[config.mk]
export PLATFORM = sky130hd
export DESIGN_NAME = busCpuTop
export DESIGN_NICKNAME = d
export VERILOG_FILES = /design/src/rtl/busCpuPkg.sv /design/src/rtl/controlBus.sv /design/src/rtl/mdrUnit.sv /design/src/rtl/controlSequencer.sv /design/src/rtl/aluUnit.sv /design/src/rtl/datapathCore.sv /design/src/rtl/resultStage.sv /design/src/rtl/busCpuTop.sv
export SDC_FILE = /design/constraint.sdc
export NUM_CORES = 2
export LEC_CHECK = 0
export ABC_AREA = 1
export BUFFER_PORTS_ARGS = -buffer_cell sky130_fd_sc_hd__buf_4
export CAP_MARGIN = 20
export CELL_PAD_IN_SITES_DETAIL_PLACEMENT = 0
export CELL_PAD_IN_SITES_GLOBAL_PLACEMENT = 2
export CORE_MARGIN = 2
export CORE_UTILIZATION = 40
export CTS_BUF_LIST = sky130_fd_sc_hd__clkbuf_4 sky130_fd_sc_hd__clkbuf_8 sky130_fd_sc_hd__clkbuf_16
export CTS_CLUSTER_SIZE = 12
export DETAILED_ROUTE_END_ITERATION = 6
export GPL_TIMING_DRIVEN = 0
export PLACE_DENSITY_LB_ADDON = 0.1
export SYNTH_ARGS = -nofsm -noshare
export SYNTH_HDL_FRONTEND = slang
export SYNTH_SLANG_ARGS = --single-unit
[constraint.sdc]
create_clock -name clock -period 13.18 [get_ports clock]
set_clock_uncertainty 0.2 [all_clocks]
set_input_delay 1.318 -clock clock [delete_from_list [all_inputs] [get_ports clock]]
set_output_delay 1.318 -clock clock [all_outputs]
set_load 0.05 [all_outputs]
[src/rtl/busCpuPkg.sv]
package busCpuPkg;

    localparam int regCount = 16;
    localparam int regSelWidth = $clog2(regCount);   // 4 for sixteen registers

    // instruction fields, offset of each field's top bit below the word msb
    localparam int opcodeWidth = 5;
    localparam int raOffset = 5;
    localparam int rbOffset = 9;
    localparam int rdOffset = 13;
    localparam int fieldBits = 17;   // opcode plus three selects

    // opcode values as used by the existing instruction set
    typedef enum logic [4:0] {
        opAdd = 5'b00011,
        opSub = 5'b00100,
        opAnd = 5'b00101,
        opOr  = 5'b00110,
        opNop = 5'b01101,
        opMul = 5'b01111
    } aluOpE;

    typedef enum logic [3:0] {
        stIdle,
        stLoadA,   // memory data into mdr
        stLoadB,   // mdr into the selected register
        stT0,
        stT1,
        stT2,
        stT3,
        stT4,
        stT5       // mul only, upper half to hi
    } stepE;

endpackage

[src/rtl/controlBus.sv]
`timescale 1ns/1ps

interface controlBus #(
    parameter int dataWidth = 32
);

    logic read;       // mdr takes the external data input
    logic mdrIn;
    logic mdrOut;
    logic irIn;
    logic yIn;
    logic zIn;
    logic zLowOut;
    logic zHighOut;
    logic hiOut;      // no supported opcode reads hi or lo back yet
    logic loOut;
    logic regIn;
    logic regOut;
    logic [busCpuPkg::regSelWidth-1:0] regSel;
    logic hiIn;
    logic loIn;
    busCpuPkg::aluOpE aluOp;

    // decoded from ir
    busCpuPkg::aluOpE opcode;
    logic [busCpuPkg::regSelWidth-1:0] ra;
    logic [busCpuPkg::regSelWidth-1:0] rb;
    logic [busCpuPkg::regSelWidth-1:0] rd;

    // the fields are packed at the top of the data word
    if (dataWidth < busCpuPkg::fieldBits) begin : gWidthCheck
        $error("controlBus: dataWidth %0d cannot hold the instruction fields", dataWidth);
    end

    modport seq (
        output read, mdrIn, mdrOut, irIn, yIn, zIn, zLowOut, zHighOut, hiOut, loOut,
        output regIn, regOut, regSel, hiIn, loIn, aluOp,
        input  opcode, ra, rb, rd
    );

    modport dp (
        input  read, mdrIn, mdrOut, irIn, yIn, zIn, zLowOut, zHighOut, hiOut, loOut,
        input  regIn, regOut, regSel, hiIn, loIn, aluOp,
        output opcode, ra, rb, rd
    );

endinterface

[src/rtl/mdrUnit.sv]
`timescale 1ns/1ps

module mdrUnit #(
    parameter int dataWidth = 32
) (
    input  logic                 clock,
    input  logic                 arstN,
    controlBus.dp                ctrl,
    input  logic [dataWidth-1:0] dataIn,
    input  logic [dataWidth-1:0] busData,
    output logic [dataWidth-1:0] mdrData
);

    logic [dataWidth-1:0] mdrReg;
    logic [dataWidth-1:0] mdrNext;

    // read picks the memory side, otherwise the bus writes back
    assign mdrNext = ctrl.read ? dataIn : busData;

    always_ff @(posedge clock or negedge arstN) begin
        if (!arstN) begin
            mdrReg <= '0;
        end else if (ctrl.mdrIn) begin
            mdrReg <= mdrNext;
        end
    end

    assign mdrData = mdrReg;   // to the bus source mux

endmodule

[src/rtl/controlSequencer.sv]
`timescale 1ns/1ps

module controlSequencer #(
    parameter int dataWidth = 32
) (
    input  logic                                clock,
    input  logic                                arstN,
    input  logic                                start,
    input  logic                                loadEn,
    input  logic [busCpuPkg::regSelWidth-1:0]   loadSel,
    controlBus.seq                              ctrl,
    output logic                                done
);

    busCpuPkg::stepE step;
    busCpuPkg::stepE stepNext;
    logic [busCpuPkg::regSelWidth-1:0] loadSelQ;
    logic isMul;
    logic writeRd;
    logic lastStep;

    // opcode and selects come from the top 17 bits of the word
    if (dataWidth < busCpuPkg::fieldBits) begin : gWidthCheck
        $error("controlSequencer: dataWidth %0d too narrow for decode", dataWidth);
    end

    assign isMul = (ctrl.opcode == busCpuPkg::opMul);
    assign writeRd = !isMul && (ctrl.opcode != busCpuPkg::opNop);   // alu ops only

    assign lastStep = (step == busCpuPkg::stLoadB)
                   || (step == busCpuPkg::stT4 && !isMul)
                   || (step == busCpuPkg::stT5);

    always_comb begin
        stepNext = step;
        case (step)
            busCpuPkg::stIdle: begin
                if (loadEn) begin
                    stepNext = busCpuPkg::stLoadA;   // load beats start
                end else if (start) begin
                    stepNext = busCpuPkg::stT0;
                end
            end
            busCpuPkg::stLoadA: stepNext = busCpuPkg::stLoadB;
            busCpuPkg::stLoadB: stepNext = busCpuPkg::stIdle;
            busCpuPkg::stT0:    stepNext = busCpuPkg::stT1;
            busCpuPkg::stT1:    stepNext = busCpuPkg::stT2;
            busCpuPkg::stT2:    stepNext = busCpuPkg::stT3;
            busCpuPkg::stT3:    stepNext = busCpuPkg::stT4;
            busCpuPkg::stT4:    stepNext = isMul ? busCpuPkg::stT5 : busCpuPkg::stIdle;
            default:            stepNext = busCpuPkg::stIdle;
        endcase
    end

    always_ff @(posedge clock or negedge arstN) begin
        if (!arstN) begin
            step <= busCpuPkg::stIdle;
            loadSelQ <= '0;
            done <= 1'b0;
        end else begin
            step <= stepNext;
            done <= lastStep;
            if (step == busCpuPkg::stIdle && loadEn) begin
                loadSelQ <= loadSel;
            end
        end
    end

    // strobes follow the current step
    always_comb begin
        ctrl.read = 1'b0;
        ctrl.mdrIn = 1'b0;
        ctrl.mdrOut = 1'b0;
        ctrl.irIn = 1'b0;
        ctrl.yIn = 1'b0;
        ctrl.zIn = 1'b0;
        ctrl.zLowOut = 1'b0;
        ctrl.zHighOut = 1'b0;
        ctrl.hiOut = 1'b0;
        ctrl.loOut = 1'b0;
        ctrl.regIn = 1'b0;
        ctrl.regOut = 1'b0;
        ctrl.regSel = '0;
        ctrl.hiIn = 1'b0;
        ctrl.loIn = 1'b0;
        ctrl.aluOp = busCpuPkg::opNop;
        case (step)
            busCpuPkg::stLoadA, busCpuPkg::stT0: begin
                ctrl.read = 1'b1;
                ctrl.mdrIn = 1'b1;
            end
            busCpuPkg::stLoadB: begin
                ctrl.mdrOut = 1'b1;
                ctrl.regIn = 1'b1;
                ctrl.regSel = loadSelQ;
            end
            busCpuPkg::stT1: begin
                ctrl.mdrOut = 1'b1;
                ctrl.irIn = 1'b1;
            end
            busCpuPkg::stT2: begin
                ctrl.regOut = 1'b1;
                ctrl.regSel = ctrl.ra;
                ctrl.yIn = 1'b1;
            end
            busCpuPkg::stT3: begin
                ctrl.regOut = 1'b1;
                ctrl.regSel = ctrl.rb;
                ctrl.zIn = 1'b1;
                ctrl.aluOp = ctrl.opcode;
            end
            busCpuPkg::stT4: begin
                ctrl.zLowOut = 1'b1;
                ctrl.regSel = ctrl.rd;
                ctrl.regIn = writeRd;   // nop writes nothing
                ctrl.loIn = isMul;
            end
            busCpuPkg::stT5: begin
                ctrl.zHighOut = 1'b1;
                ctrl.hiIn = 1'b1;
            end
            default: ;
        endcase
    end

endmodule

[src/rtl/aluUnit.sv]
`timescale 1ns/1ps

module aluUnit #(
    parameter int dataWidth = 32
) (
    input  busCpuPkg::aluOpE         op,
    input  logic [dataWidth-1:0]     a,
    input  logic [dataWidth-1:0]     b,
    output logic [2*dataWidth-1:0]   result
);

    logic signed [2*dataWidth-1:0] aExt;
    logic signed [2*dataWidth-1:0] bExt;
    logic [2*dataWidth-1:0] product;

    // sign extended so the truncated product is the full signed result
    assign aExt = {{dataWidth{a[dataWidth-1]}}, a};
    assign bExt = {{dataWidth{b[dataWidth-1]}}, b};
    assign product = aExt * bExt;

    always_comb begin
        result = '0;   // high half stays zero for the logic and add ops
        case (op)
            busCpuPkg::opAdd: begin
                result[dataWidth-1:0] = a + b;
            end
            busCpuPkg::opSub: begin
                result[dataWidth-1:0] = a - b;
            end
            busCpuPkg::opAnd: begin
                result[dataWidth-1:0] = a & b;
            end
            busCpuPkg::opOr: begin
                result[dataWidth-1:0] = a | b;
            end
            busCpuPkg::opMul: begin
                result = product;
            end
            default: begin
                result = '0;   // nop
            end
        endcase
    end

endmodule

[src/rtl/datapathCore.sv]
`timescale 1ns/1ps

module datapathCore #(
    parameter int dataWidth = 32
) (
    input  logic                 clock,
    input  logic                 arstN,
    controlBus.dp                ctrl,
    input  logic [dataWidth-1:0] mdrData,
    input  logic [dataWidth-1:0] hiData,
    input  logic [dataWidth-1:0] loData,
    output logic [dataWidth-1:0] busData
);

    logic [dataWidth-1:0] regBank [busCpuPkg::regCount];
    logic [dataWidth-1:0] yReg;
    logic [2*dataWidth-1:0] zReg;
    logic [2*dataWidth-1:0] aluResult;
    logic [dataWidth-1:0] irReg;
    logic [busCpuPkg::opcodeWidth-1:0] opField;

    // field decode from the top of ir
    assign opField = irReg[dataWidth-1 -: busCpuPkg::opcodeWidth];
    assign ctrl.ra = irReg[dataWidth-1-busCpuPkg::raOffset -: busCpuPkg::regSelWidth];
    assign ctrl.rb = irReg[dataWidth-1-busCpuPkg::rbOffset -: busCpuPkg::regSelWidth];
    assign ctrl.rd = irReg[dataWidth-1-busCpuPkg::rdOffset -: busCpuPkg::regSelWidth];

    always_comb begin
        case (opField)
            busCpuPkg::opAdd, busCpuPkg::opSub, busCpuPkg::opAnd,
            busCpuPkg::opOr, busCpuPkg::opMul: begin
                ctrl.opcode = busCpuPkg::aluOpE'(opField);
            end
            default: begin
                ctrl.opcode = busCpuPkg::opNop;   // unknown opcodes do nothing
            end
        endcase
    end

    // bus source mux, zero when nobody drives
    always_comb begin
        busData = '0;
        if (ctrl.mdrOut) begin
            busData = mdrData;
        end else if (ctrl.regOut) begin
            busData = regBank[ctrl.regSel];
        end else if (ctrl.zLowOut) begin
            busData = zReg[dataWidth-1:0];
        end else if (ctrl.zHighOut) begin
            busData = zReg[2*dataWidth-1:dataWidth];
        end else if (ctrl.hiOut) begin
            busData = hiData;
        end else if (ctrl.loOut) begin
            busData = loData;
        end
    end

    aluUnit #(
        .dataWidth(dataWidth)
    ) aluUnit_i (
        .op(ctrl.aluOp),
        .a(yReg),        // y holds the first operand
        .b(busData),
        .result(aluResult)
    );

    always_ff @(posedge clock or negedge arstN) begin
        if (!arstN) begin
            for (int i = 0; i < busCpuPkg::regCount; i++) begin
                regBank[i] <= '0;
            end
        end else if (ctrl.regIn) begin
            regBank[ctrl.regSel] <= busData;
        end
    end

    always_ff @(posedge clock or negedge arstN) begin
        if (!arstN) begin
            yReg <= '0;
            zReg <= '0;
            irReg <= '0;
        end else begin
            if (ctrl.yIn) yReg <= busData;
            if (ctrl.zIn) zReg <= aluResult;
            if (ctrl.irIn) irReg <= busData;
        end
    end

endmodule

[src/rtl/resultStage.sv]
`timescale 1ns/1ps

module resultStage #(
    parameter int dataWidth = 32
) (
    input  logic                 clock,
    input  logic                 arstN,
    controlBus.dp                ctrl,
    input  logic [dataWidth-1:0] busData,
    output logic [dataWidth-1:0] hiData,
    output logic [dataWidth-1:0] loData,
    output logic [dataWidth-1:0] resultOut
);

    logic [dataWidth-1:0] hiReg;
    logic [dataWidth-1:0] loReg;
    logic [dataWidth-1:0] resultReg;

    always_ff @(posedge clock or negedge arstN) begin
        if (!arstN) begin
            hiReg <= '0;
            loReg <= '0;
            resultReg <= '0;
        end else begin
            if (ctrl.hiIn) hiReg <= busData;   // upper half of a product
            if (ctrl.loIn) loReg <= busData;
            // last value written to a register or to lo
            if (ctrl.regIn || ctrl.loIn) begin
                resultReg <= busData;
            end
        end
    end

    assign hiData = hiReg;
    assign loData = loReg;
    assign resultOut = resultReg;

endmodule

[src/rtl/busCpuTop.sv]
`timescale 1ns/1ps

module busCpuTop #(
    parameter int dataWidth = 32
) (
    input  logic                              clock,
    input  logic                              arstN,
    input  logic                              start,
    input  logic                              loadEn,
    input  logic [busCpuPkg::regSelWidth-1:0] loadSel,
    input  logic [dataWidth-1:0]              dataIn,
    output logic                              done,
    output logic [dataWidth-1:0]              resultOut,
    output logic [dataWidth-1:0]              hi,
    output logic [dataWidth-1:0]              lo
);

    logic [dataWidth-1:0] busData;   // shared internal bus
    logic [dataWidth-1:0] mdrData;

    controlBus #(.dataWidth(dataWidth)) ctrlBus ();

    mdrUnit #(.dataWidth(dataWidth)) mdrUnit_i (
        .clock(clock),
        .arstN(arstN),
        .ctrl(ctrlBus.dp),
        .dataIn(dataIn),
        .busData(busData),
        .mdrData(mdrData)
    );

    controlSequencer #(.dataWidth(dataWidth)) controlSequencer_i (
        .clock(clock),
        .arstN(arstN),
        .start(start),
        .loadEn(loadEn),
        .loadSel(loadSel),
        .ctrl(ctrlBus.seq),
        .done(done)
    );

    datapathCore #(.dataWidth(dataWidth)) datapathCore_i (
        .clock(clock),
        .arstN(arstN),
        .ctrl(ctrlBus.dp),
        .mdrData(mdrData),
        .hiData(hi),
        .loData(lo),
        .busData(busData)
    );

    resultStage #(.dataWidth(dataWidth)) resultStage_i (
        .clock(clock),
        .arstN(arstN),
        .ctrl(ctrlBus.dp),
        .busData(busData),
        .hiData(hi),       // also back onto the bus mux
        .loData(lo),
        .resultOut(resultOut)
    );

endmodule

### After elaboration in Yosys (flattened, before gate mapping)

Cells that the tools add are included.

* $add $sub $neg: 2
* multiply operators: 1
* order comparisons: 2
* equality and inequality tests: 21
* mux-type cells: 29
* bitwise logic cells: 3
* reductions and logical operators: 13

Operator list (count)
* $bwmux W512: 1
* $mux W32: 8
* $pmux W32 S5: 1
* $bmux W32 S4: 1
* $demux W32 S4: 1
* $mul A32 B32 Y64: 1
* $add A32 B32 Y32: 1
* $and A32 B32 Y32: 1
* $or A32 B32 Y32: 1
* $sub A32 B32 Y32: 1
* $eq A5 B3 Y1 const B: 6
* $pmux W4 S7: 1
* $eq A4 B3 Y1 const B: 4
* $pmux W4 S4: 1
* $eq A5 B4 Y1 const B: 3
* $mux W4: 3
* $eq A5 B2 Y1 const B: 2
* $mux W5: 2
* $mux W1: 9
* $eq A4 B2 Y1 const B: 2
* $reduce_or A2 Y1: 3
* $ge A5 B5 Y1 const B: 1
* $lt A5 B1 Y1 const B: 1
* $ne A5 B4 Y1 const B: 1
* other kinds (10): 15

* flip-flop bits (word level): 777
* input port bits: 40
* output and inout bits: 97
* logic and storage cells: 97

### Logic depth before layout (Yosys ltp)

* word-level depth: 10
* gate-level depth with buffers: 50
* gate-level depth less buffers: 46

### Least setup slack after synthesis

No wires, ideal clock.

* path kind: register to register
* from: register controlSequencer_i.step[3]
* to: register datapathCore_i.zReg[58]
* library setup time: 0.122 ns
* data arrival time: 8.952 ns
* data required time: 12.858 ns
* setup slack: 3.907 ns
* cell stages (with the launch flop): 40
* buffers on the path: 4
* clock period less this slack: 9.273 ns
* path through: dfrtp_1 > nor2_4 > nand2_2 > buf_6 > o22ai_4 > nor2_4 > nand2_4 > inv_4 > buf_4 > nand2_1 > nand2_1 > o21ai_1 > nand2_1 > nand2_1 > buf_2 > clkinv_1 > clkbuf_1 > nor2_1 > (+4 left out) > inv_1 > fa_1 > inv_1 > fa_1 > inv_1 > fa_1 > inv_1 > fa_1 > ha_1 > nand2_1 > inv_1 > a21boi_0 > o221ai_1 > a21o_1 > nand2_1 > nand2_1 > or2_2 > a32o_1

* word-level cells in the longest chain between the ends: 10
* elaborated cells between the ends (all ways): 26
* classes of those cells: mul: 1; eq/ne: 7; mux: 15; bitwise: 1; reduce/logical: 2

RTL lines
* start, declared: RTL line controlSequencer.sv:15 `busCpuPkg::stepE step;`
* start signal, assigned: RTL line controlSequencer.sv:57 `step <= busCpuPkg::stIdle;`
* start signal, assigned: RTL line controlSequencer.sv:61 `step <= stepNext;`
* $eq A4 B3 Y1 / $eq A4 B2 Y1 (equally long branches): RTL line controlSequencer.sv:87 `case (step)`
* $pmux W4 S4: RTL line controlSequencer.sv:87
* $not A4 Y5 (not written as such): RTL line datapathCore.sv:46 `busData = regBank[ctrl.regSel];`
* $bmux W32 S4: RTL line datapathCore.sv:46
* $mux W32 (not written as such) (2 in a row): RTL line datapathCore.sv:46
* $mux W32: RTL line datapathCore.sv:45 `end else if (ctrl.regOut) begin`
* $mux W32: RTL line datapathCore.sv:43 `if (ctrl.mdrOut) begin`
* $mul A32 B32 Y64: RTL line aluUnit.sv:19 `assign product = aExt * bExt;`
* $mux W32: RTL line aluUnit.sv:23 `case (op)`
* end signal, assigned: RTL line datapathCore.sv:84 `if (ctrl.zIn) zReg <= aluResult;`
* end, declared: RTL line datapathCore.sv:17 `logic [2*dataWidth-1:0] zReg;`

Parallel ways exist; a longest one is shown, timed or not. The select of a mux whose other input is x is not followed.
A chain may end at the register's enable or synchronous reset.

### Final worst setup path

* from: register controlSequencer_i.step[0]
* to: register datapathCore_i.zReg[61]

Same word-level chain as after synthesis.

==> impl_metrics.yaml <==
synthesis:
  ys_seq_area_share_pct: 26.4
  synth_top_cell_by_area: "fa_1"
  synth_cells: 8798
  synthTopCellsByArea: "fa_1, dfrtp_1, nand2_1, inv_1, o21ai_0"
  ys_types: 67
  yosys.area.top_type_share_pct: 30.0
  synthFlopType: "dfrtp_1"
  synthTopCellsByCount: "nand2_1, inv_1, fa_1"
  synth_seq_cells: 762
  ys_warn_count: 0
  synth_edf_count: 0
  avgSynthCellArea_um2: 8.22
  synthesis.nets: 10100
  syn-cell-area_um2: 72400
  synthArstFlopShare_pct: 100
  yosysMostFrequentCell: "nand2_1"
clocking:
  cts_root_buf: "clkbuf_16"
  cts_hold_buf: 0
  cts_tree: "built"
  clkSinkCount: 762
  cts_buffer_depth: 3
  path_clk_slew_ps: 60
  cts_inserted_buffers: 83
  h-tree-depth: 3
  clk-insertion-delay-late_ps: 720
worst_setup_path:
  max_stage_delay_ps: 910
  start_kind: "flop"
  worst_setup_path_end_kind: "flop"
  crit_type: "reg -> reg"
  crit_top_cell: "nand2_1"
  cp_data_required_time_ps: 13560
  critPathArrivalTime_ps: 13280
  cp_max_fo: 10
  cp_slowest_cell: "clkbuf_1"
floorplanning:
  start_util_pct: 40.2
  rows: 156
  core_um2: 180000
  die_h_um: 429
  die_width_um: 429
  die_area_um2: 184000
  pin_count: 137
placement:
  hpwlAfterDp_mm: 300
  io_buffers: 136
  pre_cts_ws_ps: -538
  gp_congestion: 1.01
min_path:
  hold_class: "reg -> reg"
layout:
  area_growth_pct: 11.1
  nFillCells: 18600
  final_nets: 10400
  drive_above_1_share_pct: 6.98
  final_util_pct: 44.6
route:
  num_vias: 63600
  drtAntennaViolNets: 0
  drc: 0
  wl_per_cell_um: 32.3
  drt_iter0_markers: 6353
  avgViaCountPerCell: 5.52
  routed_wl_mm: 372
  drtPass1Iterations: 7
status:
  outcome: "completed"
timing:
  rsz0062_at_grt: "true"
  max-slew-margin-rel_pct: 9.71
  drv_slew: 0
  setup_viol: 0
  period_minus_slack_ps: 12900
  worst_slack_ps: 279
  setup-tns-final_ps: 0
  tightest_slew_ps: 1350
  fmax_mhz: 77.5
  min_period_over_period_pct: 97.9
  hold_viol: 0
global_routing:
  grt_max_degree: 114
  grt_antenna_before_repair: 18
  grt_pass1_wl_mm: 518
  grt_usage_pct: 40.6
  grt_pass1_vias: 66100
  grt_overflow_total: 0
run:
  cap_violations: 0
[timing repair]
action	4_1_cts	5_1_grt
setup buffers	0	0
endpoints found under the setup margin	13	11
resized for setup	2	31
[sequential cells by signal (all words and copies together), names as in the netlist]
register / flops
mdrUnit_i.mdrData: 32
controlSequencer_i.loadSelQ: 4
resultStage_i.resultOut: 32
datapathCore_i.yReg: 32
datapathCore_i.irReg: 17
resultStage_i.hiData: 32
datapathCore_i.zReg: 64
datapathCore_i.regBank: 512
resultStage_i.loData: 32
controlSequencer_i.done: 1
controlSequencer_i.step: 4
[critical path, delay by kind of cell, from the launching register on]
kind | cells | cell delay [ps]
compound gates | 8 | 2420
fa+ha+maj | 9 | 4480
buf+inv | 9 | 2610
simple gates | 15 | 2550
flops | 1 | 450
[stage by stage]
stage                     cells  hold slack (ps)  instance area, µm²
after global routing      11500              303               80400
final                     11500              280               80400
after CTS                 11500              282               80300
after floorplan            8798              248               72400
after detailed placement  11400              267               77600
after global placement    11300              260               76300
[cells by family (layout without fill, tap and decap cells)]
family / Yosys count / after routing / share of synthesized area [%]
and+or+nand+nor: 3372 / 3372 / 18.2
buffers and inverters: 1913 / 2259 / 10.4
AOI/OAI and AO/OA: 1339 / 1339 / 9.90
adders and majority gates: 1301 / 1301 / 33.7
DFF: 762 / 762 / 26.4
xor gates and xnor gates: 81 / 81 / 0.980
muxes: 30 / 30 / 0.467
other: 0 / 5 / 0
[final timing paths]
| check | from | to | slack, ps | cells after the start |
|---|---|---|---|---|
| worst max register to register | controlSequencer_i.step[0] | datapathCore_i.zReg[61] | 280 | 41 |
| max in group asynchronous | arstN | datapathCore_i.zReg[62] | 10450 | 4 |
| worst min-delay path | datapathCore_i.regBank[264] | datapathCore_i.regBank[264] | 280 | 2 |
| worst min register to register | datapathCore_i.regBank[264] | datapathCore_i.regBank[264] | 280 | 2 |
| min in group asynchronous | arstN | datapathCore_i.regBank[396] | 310 | 1 |
| worst max-delay path | controlSequencer_i.step[0] | datapathCore_i.zReg[61] | 280 | 41 |
[metal layers]
| layer | vias up | GRT usage [%] | routed length, µm |
|---|---|---|---|
| li1 | 27200 | - | - |
| met1 | 32600 | 49.2 | 141000 |
| met2 | 2898 | 65.1 | 170000 |
| met3 | 830 | 7.94 | 27500 |
| met4 | 18 | 28.5 | 32300 |
| met5 | - | 0 | 129 |
[layout by cell type, fill, tap and decap left out, types with 24 or more instances in the layout]
cell       Yosys  final
clkbuf_1     358    328
clkbuf_4       0     24
clkbuf_16      0     85
xor2_1        47     47
fa_1        1083   1082
inv_1       1360   1359
nand3_1       86     86
buf_6         18     30
nand2_1     2247   2247
mux2_2        30     30
buf_8          0     41
clkbuf_2       1     32
clkinv_1      28     24
ha_1         218    218
nor2_1       927    926
xnor2_1       34     34
o21ai_1       88     89
a21oi_1      327    326
buf_4         27    167
buf_2         69     73
o21ai_0      786    784
dfrtp_1      762    762
buf_1         32     25
[cell type report]
class,count,area [µm²],share of cell area [%]
tap,2370,2970,3.69
sequential,762,19100,23.7
buffer,504,2270,2.82
multi-input combinational,6123,45800,57.0
clock inverter,19,263,0.327
inverter,1408,5310,6.61
timing repair buffer,210,2260,2.81
clock buffer,118,2430,3.02
antenna,5,12.5,0.0156
Power is not shown: default switching activity piles up to over one toggle a cycle in this logic, so the estimate is an artifact.
